**src/backendPkg.sv**
```systemverilog
`default_nettype none

package backendPkg;

    // ##########################################################
    // register and queue sizes
    // ##########################################################

    localparam int ARCH_REGS  = 16;
    localparam int PHYS_REGS  = 32;
    localparam int ARCH_IDX_W = 4;
    localparam int PHYS_IDX_W = 5;

    localparam int ROB_DEPTH  = 16;
    localparam int ROB_IDX_W  = 4;

    localparam int IQ_DEPTH   = 8;
    localparam int IQ_IDX_W   = 3;

    // registers outside the initial mapping
    localparam int FREE_DEPTH = PHYS_REGS - ARCH_REGS;
    localparam int FREE_IDX_W = 4;

    localparam int XLEN       = 32;
    localparam int IMM_W      = 16;

    // ##########################################################
    // alu opcodes
    // ##########################################################

    // addi takes the immediate in place of rs2
    typedef enum logic [2:0] {
        ALU_ADD  = 3'd0,
        ALU_SUB  = 3'd1,
        ALU_AND  = 3'd2,
        ALU_OR   = 3'd3,
        ALU_XOR  = 3'd4,
        ALU_SLL  = 3'd5,
        ALU_SRL  = 3'd6,
        ALU_ADDI = 3'd7
    } aluOp_e;

endpackage

`default_nettype wire

```
**src/backend.sv**
```systemverilog
`timescale 1ns/1ps
`default_nettype none

module backend import backendPkg::*; (
    input  logic                  clk,
    input  logic                  reset_i,
    input  logic                  instValid_i,
    input  aluOp_e                instOp_i,
    input  logic [ARCH_IDX_W-1:0] instRd_i,
    input  logic [ARCH_IDX_W-1:0] instRs1_i,
    input  logic [ARCH_IDX_W-1:0] instRs2_i,
    input  logic [IMM_W-1:0]      instImm_i,
    output logic                  stall_o,
    output logic                  commitValid_o,
    output logic [ARCH_IDX_W-1:0] commitRd_o,
    output logic [XLEN-1:0]       commitData_o
);

    logic                  renameFull;
    logic                  iqFull;
    logic                  robFull;
    logic                  accept;

    logic                  dispatchValid;
    aluOp_e                dispOp;
    logic [PHYS_IDX_W-1:0] dispPrs1;
    logic [PHYS_IDX_W-1:0] dispPrs2;
    logic                  dispRs1Ready;
    logic                  dispRs2Ready;
    logic [PHYS_IDX_W-1:0] dispPrd;
    logic [PHYS_IDX_W-1:0] dispOldPrd;
    logic [ARCH_IDX_W-1:0] dispRd;
    logic [IMM_W-1:0]      dispImm;

    logic                  issueValid;
    aluOp_e                issueOp;
    logic [PHYS_IDX_W-1:0] issuePrs1;
    logic [PHYS_IDX_W-1:0] issuePrs2;
    logic [IMM_W-1:0]      issueImm;
    logic [PHYS_IDX_W-1:0] issuePrd;
    logic [ROB_IDX_W-1:0]  issueRobIdx;

    logic                  wbValid;
    logic [PHYS_IDX_W-1:0] wbPrd;
    logic [ROB_IDX_W-1:0]  wbRobIdx;
    logic [XLEN-1:0]       wbData;

    logic [ROB_IDX_W-1:0]  robHead;
    logic [ROB_IDX_W-1:0]  robTail;
    logic [PHYS_IDX_W-1:0] commitOldPrd;

    // an empty free list only matters when rd needs a register
    assign stall_o = (renameFull && instRd_i != '0) || robFull || iqFull;
    assign accept  = instValid_i && !stall_o;

    renameStage rename_inst (
        .clk            (clk),
        .reset_i        (reset_i),
        .instValid_i    (accept),
        .instOp_i       (instOp_i),
        .instRd_i       (instRd_i),
        .instRs1_i      (instRs1_i),
        .instRs2_i      (instRs2_i),
        .instImm_i      (instImm_i),
        .wbValid_i      (wbValid),
        .wbPrd_i        (wbPrd),
        .commitValid_i  (commitValid_o),
        .commitOldPrd_i (commitOldPrd),
        .renameFull_o   (renameFull),
        .dispatchValid_o(dispatchValid),
        .dispOp_o       (dispOp),
        .dispPrs1_o     (dispPrs1),
        .dispPrs2_o     (dispPrs2),
        .dispRs1Ready_o (dispRs1Ready),
        .dispRs2Ready_o (dispRs2Ready),
        .dispPrd_o      (dispPrd),
        .dispOldPrd_o   (dispOldPrd),
        .dispRd_o       (dispRd),
        .dispImm_o      (dispImm)
    );

    intIssueQueue iq_inst (
        .clk            (clk),
        .reset_i        (reset_i),
        .dispatchValid_i(dispatchValid),
        .dispOp_i       (dispOp),
        .dispPrs1_i     (dispPrs1),
        .dispPrs2_i     (dispPrs2),
        .dispRs1Ready_i (dispRs1Ready),
        .dispRs2Ready_i (dispRs2Ready),
        .dispPrd_i      (dispPrd),
        .dispImm_i      (dispImm),
        .dispRobIdx_i   (robTail),
        .robHead_i      (robHead),
        .wbValid_i      (wbValid),
        .wbPrd_i        (wbPrd),
        .iqFull_o       (iqFull),
        .issueValid_o   (issueValid),
        .issueOp_o      (issueOp),
        .issuePrs1_o    (issuePrs1),
        .issuePrs2_o    (issuePrs2),
        .issueImm_o     (issueImm),
        .issuePrd_o     (issuePrd),
        .issueRobIdx_o  (issueRobIdx)
    );

    intExecute exe_inst (
        .clk          (clk),
        .reset_i      (reset_i),
        .issueValid_i (issueValid),
        .issueOp_i    (issueOp),
        .issuePrs1_i  (issuePrs1),
        .issuePrs2_i  (issuePrs2),
        .issueImm_i   (issueImm),
        .issuePrd_i   (issuePrd),
        .issueRobIdx_i(issueRobIdx),
        .wbValid_o    (wbValid),
        .wbPrd_o      (wbPrd),
        .wbRobIdx_o   (wbRobIdx),
        .wbData_o     (wbData)
    );

    reorderBuffer rob_inst (
        .clk            (clk),
        .reset_i        (reset_i),
        .dispatchValid_i(dispatchValid),
        .dispRd_i       (dispRd),
        .dispOldPrd_i   (dispOldPrd),
        .wbValid_i      (wbValid),
        .wbRobIdx_i     (wbRobIdx),
        .wbData_i       (wbData),
        .robFull_o      (robFull),
        .robTail_o      (robTail),
        .robHead_o      (robHead),
        .commitValid_o  (commitValid_o),
        .commitRd_o     (commitRd_o),
        .commitData_o   (commitData_o),
        .commitOldPrd_o (commitOldPrd)
    );

endmodule

`default_nettype wire

```
**src/intExecute.sv**
```systemverilog
`timescale 1ns/1ps
`default_nettype none

module intExecute import backendPkg::*; (
    input  logic                  clk,
    input  logic                  reset_i,
    input  logic                  issueValid_i,
    input  aluOp_e                issueOp_i,
    input  logic [PHYS_IDX_W-1:0] issuePrs1_i,
    input  logic [PHYS_IDX_W-1:0] issuePrs2_i,
    input  logic [IMM_W-1:0]      issueImm_i,
    input  logic [PHYS_IDX_W-1:0] issuePrd_i,
    input  logic [ROB_IDX_W-1:0]  issueRobIdx_i,
    output logic                  wbValid_o,
    output logic [PHYS_IDX_W-1:0] wbPrd_o,
    output logic [ROB_IDX_W-1:0]  wbRobIdx_o,
    output logic [XLEN-1:0]       wbData_o
);

    logic [XLEN-1:0] physRegs [PHYS_REGS];
    logic [XLEN-1:0] opA;
    logic [XLEN-1:0] src2;
    logic [XLEN-1:0] opB;
    logic [XLEN-1:0] immExt;
    logic [XLEN-1:0] result;

    // operand read, bypass from the writeback being retired this cycle
    always_comb begin
        opA  = physRegs[issuePrs1_i];
        src2 = physRegs[issuePrs2_i];
        if (wbValid_o && wbPrd_o == issuePrs1_i) begin
            opA = wbData_o;
        end
        if (wbValid_o && wbPrd_o == issuePrs2_i) begin
            src2 = wbData_o;
        end
        // p0 results are dropped, so never forward them
        if (issuePrs1_i == '0) begin
            opA = '0;
        end
        if (issuePrs2_i == '0) begin
            src2 = '0;
        end
    end

    assign immExt = {{(XLEN-IMM_W){issueImm_i[IMM_W-1]}}, issueImm_i};
    assign opB    = (issueOp_i == ALU_ADDI) ? immExt : src2;

    always_comb begin
        case (issueOp_i)
            ALU_ADD, ALU_ADDI: result = opA + opB;
            ALU_SUB:           result = opA - opB;
            ALU_AND:           result = opA & opB;
            ALU_OR:            result = opA | opB;
            ALU_XOR:           result = opA ^ opB;
            ALU_SLL:           result = opA << opB[4:0];
            ALU_SRL:           result = opA >> opB[4:0];
            default:           result = '0;
        endcase
    end

    // ##########################################################
    // writeback
    // ##########################################################

    always_ff @(posedge clk) begin
        if (reset_i) begin
            wbValid_o <= 1'b0;
        end else begin
            wbValid_o <= issueValid_i;
        end
    end

    always_ff @(posedge clk) begin
        wbPrd_o    <= issuePrd_i;
        wbRobIdx_o <= issueRobIdx_i;
        wbData_o   <= result;
    end

    // architectural state starts at zero
    always_ff @(posedge clk) begin
        if (reset_i) begin
            for (int i = 0; i < PHYS_REGS; i++) begin
                physRegs[i] <= '0;
            end
        end else if (wbValid_o && wbPrd_o != '0) begin
            physRegs[wbPrd_o] <= wbData_o;
        end
    end

endmodule

`default_nettype wire

```
**src/intIssueQueue.sv**
```systemverilog
`timescale 1ns/1ps
`default_nettype none

module intIssueQueue import backendPkg::*; (
    input  logic                  clk,
    input  logic                  reset_i,
    input  logic                  dispatchValid_i,
    input  aluOp_e                dispOp_i,
    input  logic [PHYS_IDX_W-1:0] dispPrs1_i,
    input  logic [PHYS_IDX_W-1:0] dispPrs2_i,
    input  logic                  dispRs1Ready_i,
    input  logic                  dispRs2Ready_i,
    input  logic [PHYS_IDX_W-1:0] dispPrd_i,
    input  logic [IMM_W-1:0]      dispImm_i,
    input  logic [ROB_IDX_W-1:0]  dispRobIdx_i,
    input  logic [ROB_IDX_W-1:0]  robHead_i,
    input  logic                  wbValid_i,
    input  logic [PHYS_IDX_W-1:0] wbPrd_i,
    output logic                  iqFull_o,
    output logic                  issueValid_o,
    output aluOp_e                issueOp_o,
    output logic [PHYS_IDX_W-1:0] issuePrs1_o,
    output logic [PHYS_IDX_W-1:0] issuePrs2_o,
    output logic [IMM_W-1:0]      issueImm_o,
    output logic [PHYS_IDX_W-1:0] issuePrd_o,
    output logic [ROB_IDX_W-1:0]  issueRobIdx_o
);

    logic [IQ_DEPTH-1:0]   iqValid;
    logic [IQ_DEPTH-1:0]   iqRdy1;
    logic [IQ_DEPTH-1:0]   iqRdy2;
    aluOp_e                iqOp     [IQ_DEPTH];
    logic [PHYS_IDX_W-1:0] iqPrs1   [IQ_DEPTH];
    logic [PHYS_IDX_W-1:0] iqPrs2   [IQ_DEPTH];
    logic [PHYS_IDX_W-1:0] iqPrd    [IQ_DEPTH];
    logic [IMM_W-1:0]      iqImm    [IQ_DEPTH];
    logic [ROB_IDX_W-1:0]  iqRobIdx [IQ_DEPTH];

    logic [IQ_DEPTH-1:0]   canIssue;
    logic [IQ_IDX_W-1:0]   allocSlot;
    logic [IQ_IDX_W-1:0]   issueSlot;
    logic [IQ_IDX_W:0]     numValid;
    logic [IQ_DEPTH-1:0]   producerPending;

    // ##########################################################
    // wakeup and select
    // ##########################################################

    // same-cycle writeback wakes an entry and execute bypasses the value
    always_comb begin
        for (int i = 0; i < IQ_DEPTH; i++) begin
            canIssue[i] = iqValid[i]
                          && (iqRdy1[i] || (wbValid_i && wbPrd_i == iqPrs1[i]))
                          && (iqRdy2[i] || (wbValid_i && wbPrd_i == iqPrs2[i]));
        end
    end

    // oldest by distance from rob head
    always_comb begin
        logic [ROB_IDX_W-1:0] age;
        logic [ROB_IDX_W-1:0] bestAge;
        issueValid_o = 1'b0;
        issueSlot    = '0;
        bestAge      = '1;
        for (int i = 0; i < IQ_DEPTH; i++) begin
            age = iqRobIdx[i] - robHead_i;
            if (canIssue[i] && (!issueValid_o || age < bestAge)) begin
                issueValid_o = 1'b1;
                issueSlot    = IQ_IDX_W'(i);
                bestAge      = age;
            end
        end
    end

    // lowest free slot and occupancy
    always_comb begin
        allocSlot = '0;
        numValid  = '0;
        for (int i = IQ_DEPTH - 1; i >= 0; i--) begin
            if (!iqValid[i]) begin
                allocSlot = IQ_IDX_W'(i);
            end
            numValid = numValid + (IQ_IDX_W+1)'(iqValid[i]);
        end
    end

    // an instruction in the dispatch register still needs a slot
    assign iqFull_o = (numValid + (IQ_IDX_W+1)'(dispatchValid_i))
                      >= (IQ_IDX_W+1)'(IQ_DEPTH);

    assign issueOp_o     = iqOp[issueSlot];
    assign issuePrs1_o   = iqPrs1[issueSlot];
    assign issuePrs2_o   = iqPrs2[issueSlot];
    assign issueImm_o    = iqImm[issueSlot];
    assign issuePrd_o    = iqPrd[issueSlot];
    assign issueRobIdx_o = iqRobIdx[issueSlot];

    // ##########################################################
    // entry storage
    // ##########################################################

    always_ff @(posedge clk) begin
        if (reset_i) begin
            iqValid <= '0;
        end else begin
            if (issueValid_o) begin
                iqValid[issueSlot] <= 1'b0;
            end
            if (dispatchValid_i) begin
                iqValid[allocSlot] <= 1'b1;
            end
        end
    end

    always_ff @(posedge clk) begin
        for (int i = 0; i < IQ_DEPTH; i++) begin
            if (wbValid_i && wbPrd_i == iqPrs1[i]) begin
                iqRdy1[i] <= 1'b1;
            end
            if (wbValid_i && wbPrd_i == iqPrs2[i]) begin
                iqRdy2[i] <= 1'b1;
            end
        end
        if (dispatchValid_i) begin
            iqOp[allocSlot]     <= dispOp_i;
            iqPrs1[allocSlot]   <= dispPrs1_i;
            iqPrs2[allocSlot]   <= dispPrs2_i;
            iqRdy1[allocSlot]   <= dispRs1Ready_i || (wbValid_i && wbPrd_i == dispPrs1_i);
            iqRdy2[allocSlot]   <= dispRs2Ready_i || (wbValid_i && wbPrd_i == dispPrs2_i);
            iqPrd[allocSlot]    <= dispPrd_i;
            iqImm[allocSlot]    <= dispImm_i;
            iqRobIdx[allocSlot] <= dispRobIdx_i;
        end
    end

    // a producer still waiting in the queue has not written its result
    always_comb begin
        for (int i = 0; i < IQ_DEPTH; i++) begin
            producerPending[i] = iqValid[i] && iqPrd[i] != '0
                                 && (iqPrd[i] == issuePrs1_o
                                     || (issueOp_o != ALU_ADDI && iqPrd[i] == issuePrs2_o));
        end
    end

    issueOnlyWhenReady: assert property (@(posedge clk) disable iff (reset_i)
        issueValid_o |-> producerPending == '0);

endmodule

`default_nettype wire

```
**src/renameStage.sv**
```systemverilog
`timescale 1ns/1ps
`default_nettype none

module renameStage import backendPkg::*; (
    input  logic                  clk,
    input  logic                  reset_i,
    input  logic                  instValid_i,
    input  aluOp_e                instOp_i,
    input  logic [ARCH_IDX_W-1:0] instRd_i,
    input  logic [ARCH_IDX_W-1:0] instRs1_i,
    input  logic [ARCH_IDX_W-1:0] instRs2_i,
    input  logic [IMM_W-1:0]      instImm_i,
    input  logic                  wbValid_i,
    input  logic [PHYS_IDX_W-1:0] wbPrd_i,
    input  logic                  commitValid_i,
    input  logic [PHYS_IDX_W-1:0] commitOldPrd_i,
    output logic                  renameFull_o,
    output logic                  dispatchValid_o,
    output aluOp_e                dispOp_o,
    output logic [PHYS_IDX_W-1:0] dispPrs1_o,
    output logic [PHYS_IDX_W-1:0] dispPrs2_o,
    output logic                  dispRs1Ready_o,
    output logic                  dispRs2Ready_o,
    output logic [PHYS_IDX_W-1:0] dispPrd_o,
    output logic [PHYS_IDX_W-1:0] dispOldPrd_o,
    output logic [ARCH_IDX_W-1:0] dispRd_o,
    output logic [IMM_W-1:0]      dispImm_o
);

    logic [PHYS_IDX_W-1:0] aliasTable [ARCH_REGS];
    logic [PHYS_IDX_W-1:0] freeList [FREE_DEPTH];
    logic [FREE_IDX_W-1:0] freeHead;
    logic [FREE_IDX_W-1:0] freeTail;
    logic [FREE_IDX_W:0]   freeCount;
    logic [PHYS_REGS-1:0]  busy;

    logic                  allocate;
    logic                  freeOld;
    logic [PHYS_IDX_W-1:0] src1;
    logic [PHYS_IDX_W-1:0] src2;
    logic                  src1Ready;
    logic                  src2Ready;

    // rd zero keeps p0 and takes nothing from the free list
    assign allocate     = instValid_i && (instRd_i != '0);
    assign freeOld      = commitValid_i && (commitOldPrd_i != '0);
    assign renameFull_o = (freeCount == '0);

    assign src1 = aliasTable[instRs1_i];
    assign src2 = aliasTable[instRs2_i];

    // a tag on the writeback bus this cycle counts as ready
    assign src1Ready = !busy[src1] || (wbValid_i && wbPrd_i == src1);
    assign src2Ready = (instOp_i == ALU_ADDI) || !busy[src2]
                       || (wbValid_i && wbPrd_i == src2);

    // ##########################################################
    // alias table, free list, busy table
    // ##########################################################

    always_ff @(posedge clk) begin
        if (reset_i) begin
            for (int i = 0; i < ARCH_REGS; i++) begin
                aliasTable[i] <= PHYS_IDX_W'(i);
            end
            for (int i = 0; i < FREE_DEPTH; i++) begin
                freeList[i] <= PHYS_IDX_W'(ARCH_REGS + i);
            end
            freeHead  <= '0;
            freeTail  <= '0;
            freeCount <= (FREE_IDX_W+1)'(FREE_DEPTH);
            busy      <= '0;
        end else begin
            if (wbValid_i) begin
                busy[wbPrd_i] <= 1'b0;
            end
            if (allocate) begin
                aliasTable[instRd_i]     <= freeList[freeHead];
                busy[freeList[freeHead]] <= 1'b1;
                freeHead                 <= freeHead + 1'b1;
            end
            if (freeOld) begin
                freeList[freeTail] <= commitOldPrd_i;
                freeTail           <= freeTail + 1'b1;
            end
            freeCount <= freeCount + (FREE_IDX_W+1)'(freeOld)
                         - (FREE_IDX_W+1)'(allocate);
        end
    end

    // dispatch register
    always_ff @(posedge clk) begin
        if (reset_i) begin
            dispatchValid_o <= 1'b0;
        end else begin
            dispatchValid_o <= instValid_i;
        end
    end

    always_ff @(posedge clk) begin
        dispOp_o       <= instOp_i;
        dispPrs1_o     <= src1;
        dispPrs2_o     <= src2;
        dispRs1Ready_o <= src1Ready;
        dispRs2Ready_o <= src2Ready;
        dispPrd_o      <= allocate ? freeList[freeHead] : '0;
        dispOldPrd_o   <= aliasTable[instRd_i];
        dispRd_o       <= instRd_i;
        dispImm_o      <= instImm_i;
    end

    // top-level stall must keep allocation off an empty list
    freeListUnderflow: assert property (@(posedge clk) disable iff (reset_i)
        allocate |-> freeCount != '0);

    freeListOverflow: assert property (@(posedge clk) disable iff (reset_i)
        freeOld && !allocate |-> freeCount < FREE_DEPTH);

endmodule

`default_nettype wire

```
**src/reorderBuffer.sv**
```systemverilog
`timescale 1ns/1ps
`default_nettype none

module reorderBuffer import backendPkg::*; (
    input  logic                  clk,
    input  logic                  reset_i,
    input  logic                  dispatchValid_i,
    input  logic [ARCH_IDX_W-1:0] dispRd_i,
    input  logic [PHYS_IDX_W-1:0] dispOldPrd_i,
    input  logic                  wbValid_i,
    input  logic [ROB_IDX_W-1:0]  wbRobIdx_i,
    input  logic [XLEN-1:0]       wbData_i,
    output logic                  robFull_o,
    output logic [ROB_IDX_W-1:0]  robTail_o,
    output logic [ROB_IDX_W-1:0]  robHead_o,
    output logic                  commitValid_o,
    output logic [ARCH_IDX_W-1:0] commitRd_o,
    output logic [XLEN-1:0]       commitData_o,
    output logic [PHYS_IDX_W-1:0] commitOldPrd_o
);

    logic [ROB_DEPTH-1:0]  robValid;
    logic [ROB_DEPTH-1:0]  robDone;
    logic [ARCH_IDX_W-1:0] robRd     [ROB_DEPTH];
    logic [PHYS_IDX_W-1:0] robOldPrd [ROB_DEPTH];
    logic [XLEN-1:0]       robData   [ROB_DEPTH];

    logic [ROB_IDX_W-1:0]  head;
    logic [ROB_IDX_W-1:0]  tail;
    logic [ROB_IDX_W:0]    count;

    assign robHead_o = head;
    assign robTail_o = tail;

    // leave room for the instruction sitting in the dispatch register
    assign robFull_o = (count + (ROB_IDX_W+1)'(dispatchValid_i))
                       >= (ROB_IDX_W+1)'(ROB_DEPTH);

    // in-order commit from the head
    assign commitValid_o  = robValid[head] && robDone[head];
    assign commitRd_o     = robRd[head];
    assign commitData_o   = robData[head];
    assign commitOldPrd_o = robOldPrd[head];

    // ##########################################################
    // pointers and status
    // ##########################################################

    always_ff @(posedge clk) begin
        if (reset_i) begin
            robValid <= '0;
            robDone  <= '0;
            head     <= '0;
            tail     <= '0;
            count    <= '0;
        end else begin
            if (wbValid_i) begin
                robDone[wbRobIdx_i] <= 1'b1;
            end
            if (commitValid_o) begin
                robValid[head] <= 1'b0;
                head           <= head + 1'b1;
            end
            if (dispatchValid_i) begin
                robValid[tail] <= 1'b1;
                robDone[tail]  <= 1'b0;
                tail           <= tail + 1'b1;
            end
            count <= count + (ROB_IDX_W+1)'(dispatchValid_i)
                     - (ROB_IDX_W+1)'(commitValid_o);
        end
    end

    always_ff @(posedge clk) begin
        if (dispatchValid_i) begin
            robRd[tail]     <= dispRd_i;
            robOldPrd[tail] <= dispOldPrd_i;
        end
        if (wbValid_i) begin
            robData[wbRobIdx_i] <= wbData_i;
        end
    end

    // input stall has to account for the rename register
    noDispatchWhenFull: assert property (@(posedge clk) disable iff (reset_i)
        dispatchValid_i |-> count < ROB_DEPTH);

    wbTargetsLiveEntry: assert property (@(posedge clk) disable iff (reset_i)
        wbValid_i |-> robValid[wbRobIdx_i] && !robDone[wbRobIdx_i]);

endmodule

`default_nettype wire
```
**config.mk**
```make
export PLATFORM = sky130hd
export DESIGN_NAME = backend
export DESIGN_NICKNAME = d
export VERILOG_FILES = /design/src/backendPkg.sv /design/src/backend.sv /design/src/intExecute.sv /design/src/intIssueQueue.sv /design/src/renameStage.sv /design/src/reorderBuffer.sv
export SDC_FILE = /design/constraint.sdc
export NUM_CORES = 2
export LEC_CHECK = 0
export ABC_AREA = 1
export CELL_PAD_IN_SITES_DETAIL_PLACEMENT = 1
export CELL_PAD_IN_SITES_GLOBAL_PLACEMENT = 2
export CORE_ASPECT_RATIO = 0.9
export CORE_MARGIN = 5
export CORE_UTILIZATION = 37
export CTS_CLUSTER_SIZE = 40
export DETAILED_ROUTE_END_ITERATION = 12
export DONT_BUFFER_PORTS = 1
export MAX_ROUTING_LAYER = met4
export PLACE_DENSITY_LB_ADDON = 0.1
export SLEW_MARGIN = 20
export SYNTH_ARGS = -nofsm -noshare
export SYNTH_HDL_FRONTEND = slang
export SYNTH_SLANG_ARGS = --single-unit
```
**constraint.sdc**
```tcl
create_clock -name clk -period 15 [get_ports clk]
set_input_delay 1.5 -clock clk [delete_from_list [all_inputs] [get_ports clk]]
set_output_delay 1.5 -clock clk [all_outputs]
set_load 0.005 [all_outputs]
```
==> out/qor.txt <==
largest net degree at the start of global routing = 189
Peak VDD IR = 0.100 mV
WP data required = 15.82 ns
flops & latches, synth = 2354
CP Max Fanout = 17
CTS buffer count = 282
Slowest cell on crit path = a2111oi_2
first-pass GRT wire length = 796 mm
Synthesis Warnings = 0
port bufs = 0
Starting Density = 37.1%
clock slew at reported path FFs = 0.06 ns
ranking of synthesized cells by area = edfxtp_1 53%, nand2_1 10%, nand3_1 7.7%, nor2_1 5.3%, dfxtp_1 3.4%
critical path arrival = 15.27 ns
final hold vios = 0
mapped cell area = 0.122 mm²
Seq/Total Area, Yosys = 56.0%
most common cell after layout, fill and taps aside = nand2_1
most frequent cell on the critical path = nand2_1
DR iter-0 viols = 12.0k
Syn Inst Count = 13.8k
chip height = 556 µm
met1 WL = 247 mm
ys async rst share = 0%
post-route ant nets = 0
Yosys cell types = 62
Critical Path Source Type = flip-flop
routed len/inst = 29.9 µm
clk root buf = clkbuf_16
DRC Markers = 0
area occupied by registers = 0.0686 mm²
multi-input logic area = 0.0468 mm²
Core Region = 0.330 mm²
WS Path Type = reg -> reg
syn avg cell area = 8.86 µm²
vias in the first global route = 110k
area grow syn2layout = 16.8%
pwr dens = 143 mW/mm²
result of the run = complete, no violations
number of fill cells = 37.6k
fin nets = 14.5k
total gr overflow = 0
Leak = 56.1 nW
area fraction of the dominant cell type after synthesis = 52.6%
Final GP Congestion = 0.942
Tcrit/Tclk final = 96.4%
Total Routing Usage GR = 32.5%
met3 routed WL = 45.4 mm
Tot Pwr = 20.5 mW
clk_skew = 0.0676 ns
die width = 616 µm
Longest Clk Path Bufs = 4
row count = 200
final slew viol count = 0
Post-Route WL = 562 mm
# hold bufs at CTS = 0
FMAX = 69.2 MHz
DR top layer = met4
max incr delay on CP = 0.36 ns
total clock sinks = 2354
I/O Pins = 72
Slew @ Worst Pin = 1.09 ns
total of max-cap violations = 0
Final Instance Area = 0.143 mm²
commonest non-fill, non-tap cells in the layout = 3280 x nand2_1, 2144 x edfxtp_1, 1870 x nand3_1, 1670 x nor2_1, 979 x buf_4
H-tree depth = 5
met2 wire len = 250 mm
RSZ-0062 raised after global routing = true
Die ar. = 0.342 mm²
Post-DP Area = 0.133 mm²
worst skew pair latency = 0.93 ns
max_slew headroom = 27.1%
share of cells above drive strength 1 = 12.6%
Top FF cell, synth = edfxtp_1
Min-Delay Path Class = reg -> reg
EDFF count, synth = 2144
initial antenna violation count = 45
final hold slack = 0.458 ns
Tmin final = 14.45 ns
Initial DRT Pass Iterations = 6
cell taking the most area after synthesis = edfxtp_1
DR vias/cell = 5.80
routed via count = 109k
final setup vio count = 0
DP HPWL = 368 mm
CP endpoint kind = flip-flop
CTS tree = yes
==> where the power goes <==
group	total, mW	internal (mW)	switching [mW]
registers	7.96	7.60	0.361
logic	5.72	1.68	4.04
clock network	6.82	3.89	2.93
total	20.5	13.2	7.34
==> worst max-delay path, delay by kind of cell, from the launching register on <==
| kind | cells | cell delay (ns) |
|---|---|---|
| compound gates | 19 | 2.46 |
| xor+xnor | 4 | 0.82 |
| fa+ha+maj | 9 | 2.64 |
| buf+inv | 21 | 1.89 |
| flops | 1 | 0.32 |
| simple gates | 74 | 6.23 |
==> path summary, 6_finish.rpt <==
path,slack [ns],startpoint,endpoint,cells past startpoint
setup / recovery,0.55,rob_inst.robHead_o[2],exe_inst.wbData_o[31],127
hold / removal,0.46,rename_inst.freeHead[3],rename_inst.freeHead[3],1
setup reg to reg,0.55,rob_inst.robHead_o[2],exe_inst.wbData_o[31],127
hold reg to reg,0.46,rename_inst.freeHead[3],rename_inst.freeHead[3],1
==> cells in the mapped netlist, types with 72 or more instances <==
cell	instances
buf_2	368
inv_1	932
nand4_1	74
clkbuf_1	464
edfxtp_1	2144
a21oi_1	546
ha_1	166
dfxtp_1	210
nand2_1	3357
o21ai_0	686
nor2_1	1717
mux2i_1	184
o211ai_1	321
nand3_1	1884
buf_1	72
o21ai_1	79
==> flip-flops by register name, summed over array words and instances, names as in the netlist, 32 cells and up, named ones only <==
name,count
exe_inst.physRegs,1024
rob_inst.robData,512
iq_inst.iqImm,128
rename_inst.aliasTable,80
rename_inst.freeList,80
rob_inst.robOldPrd,80
rob_inst.robRd,64
iq_inst.iqPrd,40
iq_inst.iqPrs1,40
iq_inst.iqPrs2,40
exe_inst.wbData_o,32
iq_inst.iqRobIdx,32
rename_inst.busy,32
==> cell type report <==
cell class / instances / area share, %
inverter: 996 / 2.63
clock buffer: 362 / 5.31
antenna: 15 / 0.0262
timing repair buffer: 1096 / 6.65
tap: 4343 / 3.80
clock inverter: 146 / 0.925
sequential: 2354 / 48.0
multi-input combinational: 9523 / 32.7
==> cell families after synthesis <==
kind of cell | Yosys count | synth area share (%)
compound gates | 1883 | 8.90
flops | 2354 | 56.0
other cells | 1 | 0.00306
xor+xnor | 92 | 0.658
simple gates | 7145 | 24.3
buf+inv | 1970 | 6.67
mux | 184 | 1.50
fa+ha+maj | 180 | 1.93
==> routing by layer <==
layer / track usage (%) / vias up
met5: - / -
met4: 9.96 / 0
met3: 5.78 / 1014
met2: 49.4 / 4366
met1: 44.6 / 56000
li1: - / 47800
==> per-stage QoR <==
step | instances | setup WS (ns) | TNS (ns) | util, %
2_1_floorplan | 13800 | 0.643 | 0 | -
3_3_place_gp | 18300 | -0.624 | -0.656 | 40.4
3_5_place_dp | 18300 | -0.803 | -1.22 | 40.4
4_1_cts | 18800 | 0.0173 | 0 | 43.1
5_1_grt | 18800 | -0.579 | -0.744 | 43.4
6_report | 18800 | 0.547 | 0 | 43.4
==> repair_timing <==
item	4_1_cts	5_1_grt
resized for setup	24	148
gates cloned	0	5
pin swaps	1	35
buffers inserted	0	26
endpoints found under the setup margin	5	10
endpoints found under the hold margin	0	0
No activity file was read; power rests on OpenSTA's default activity.
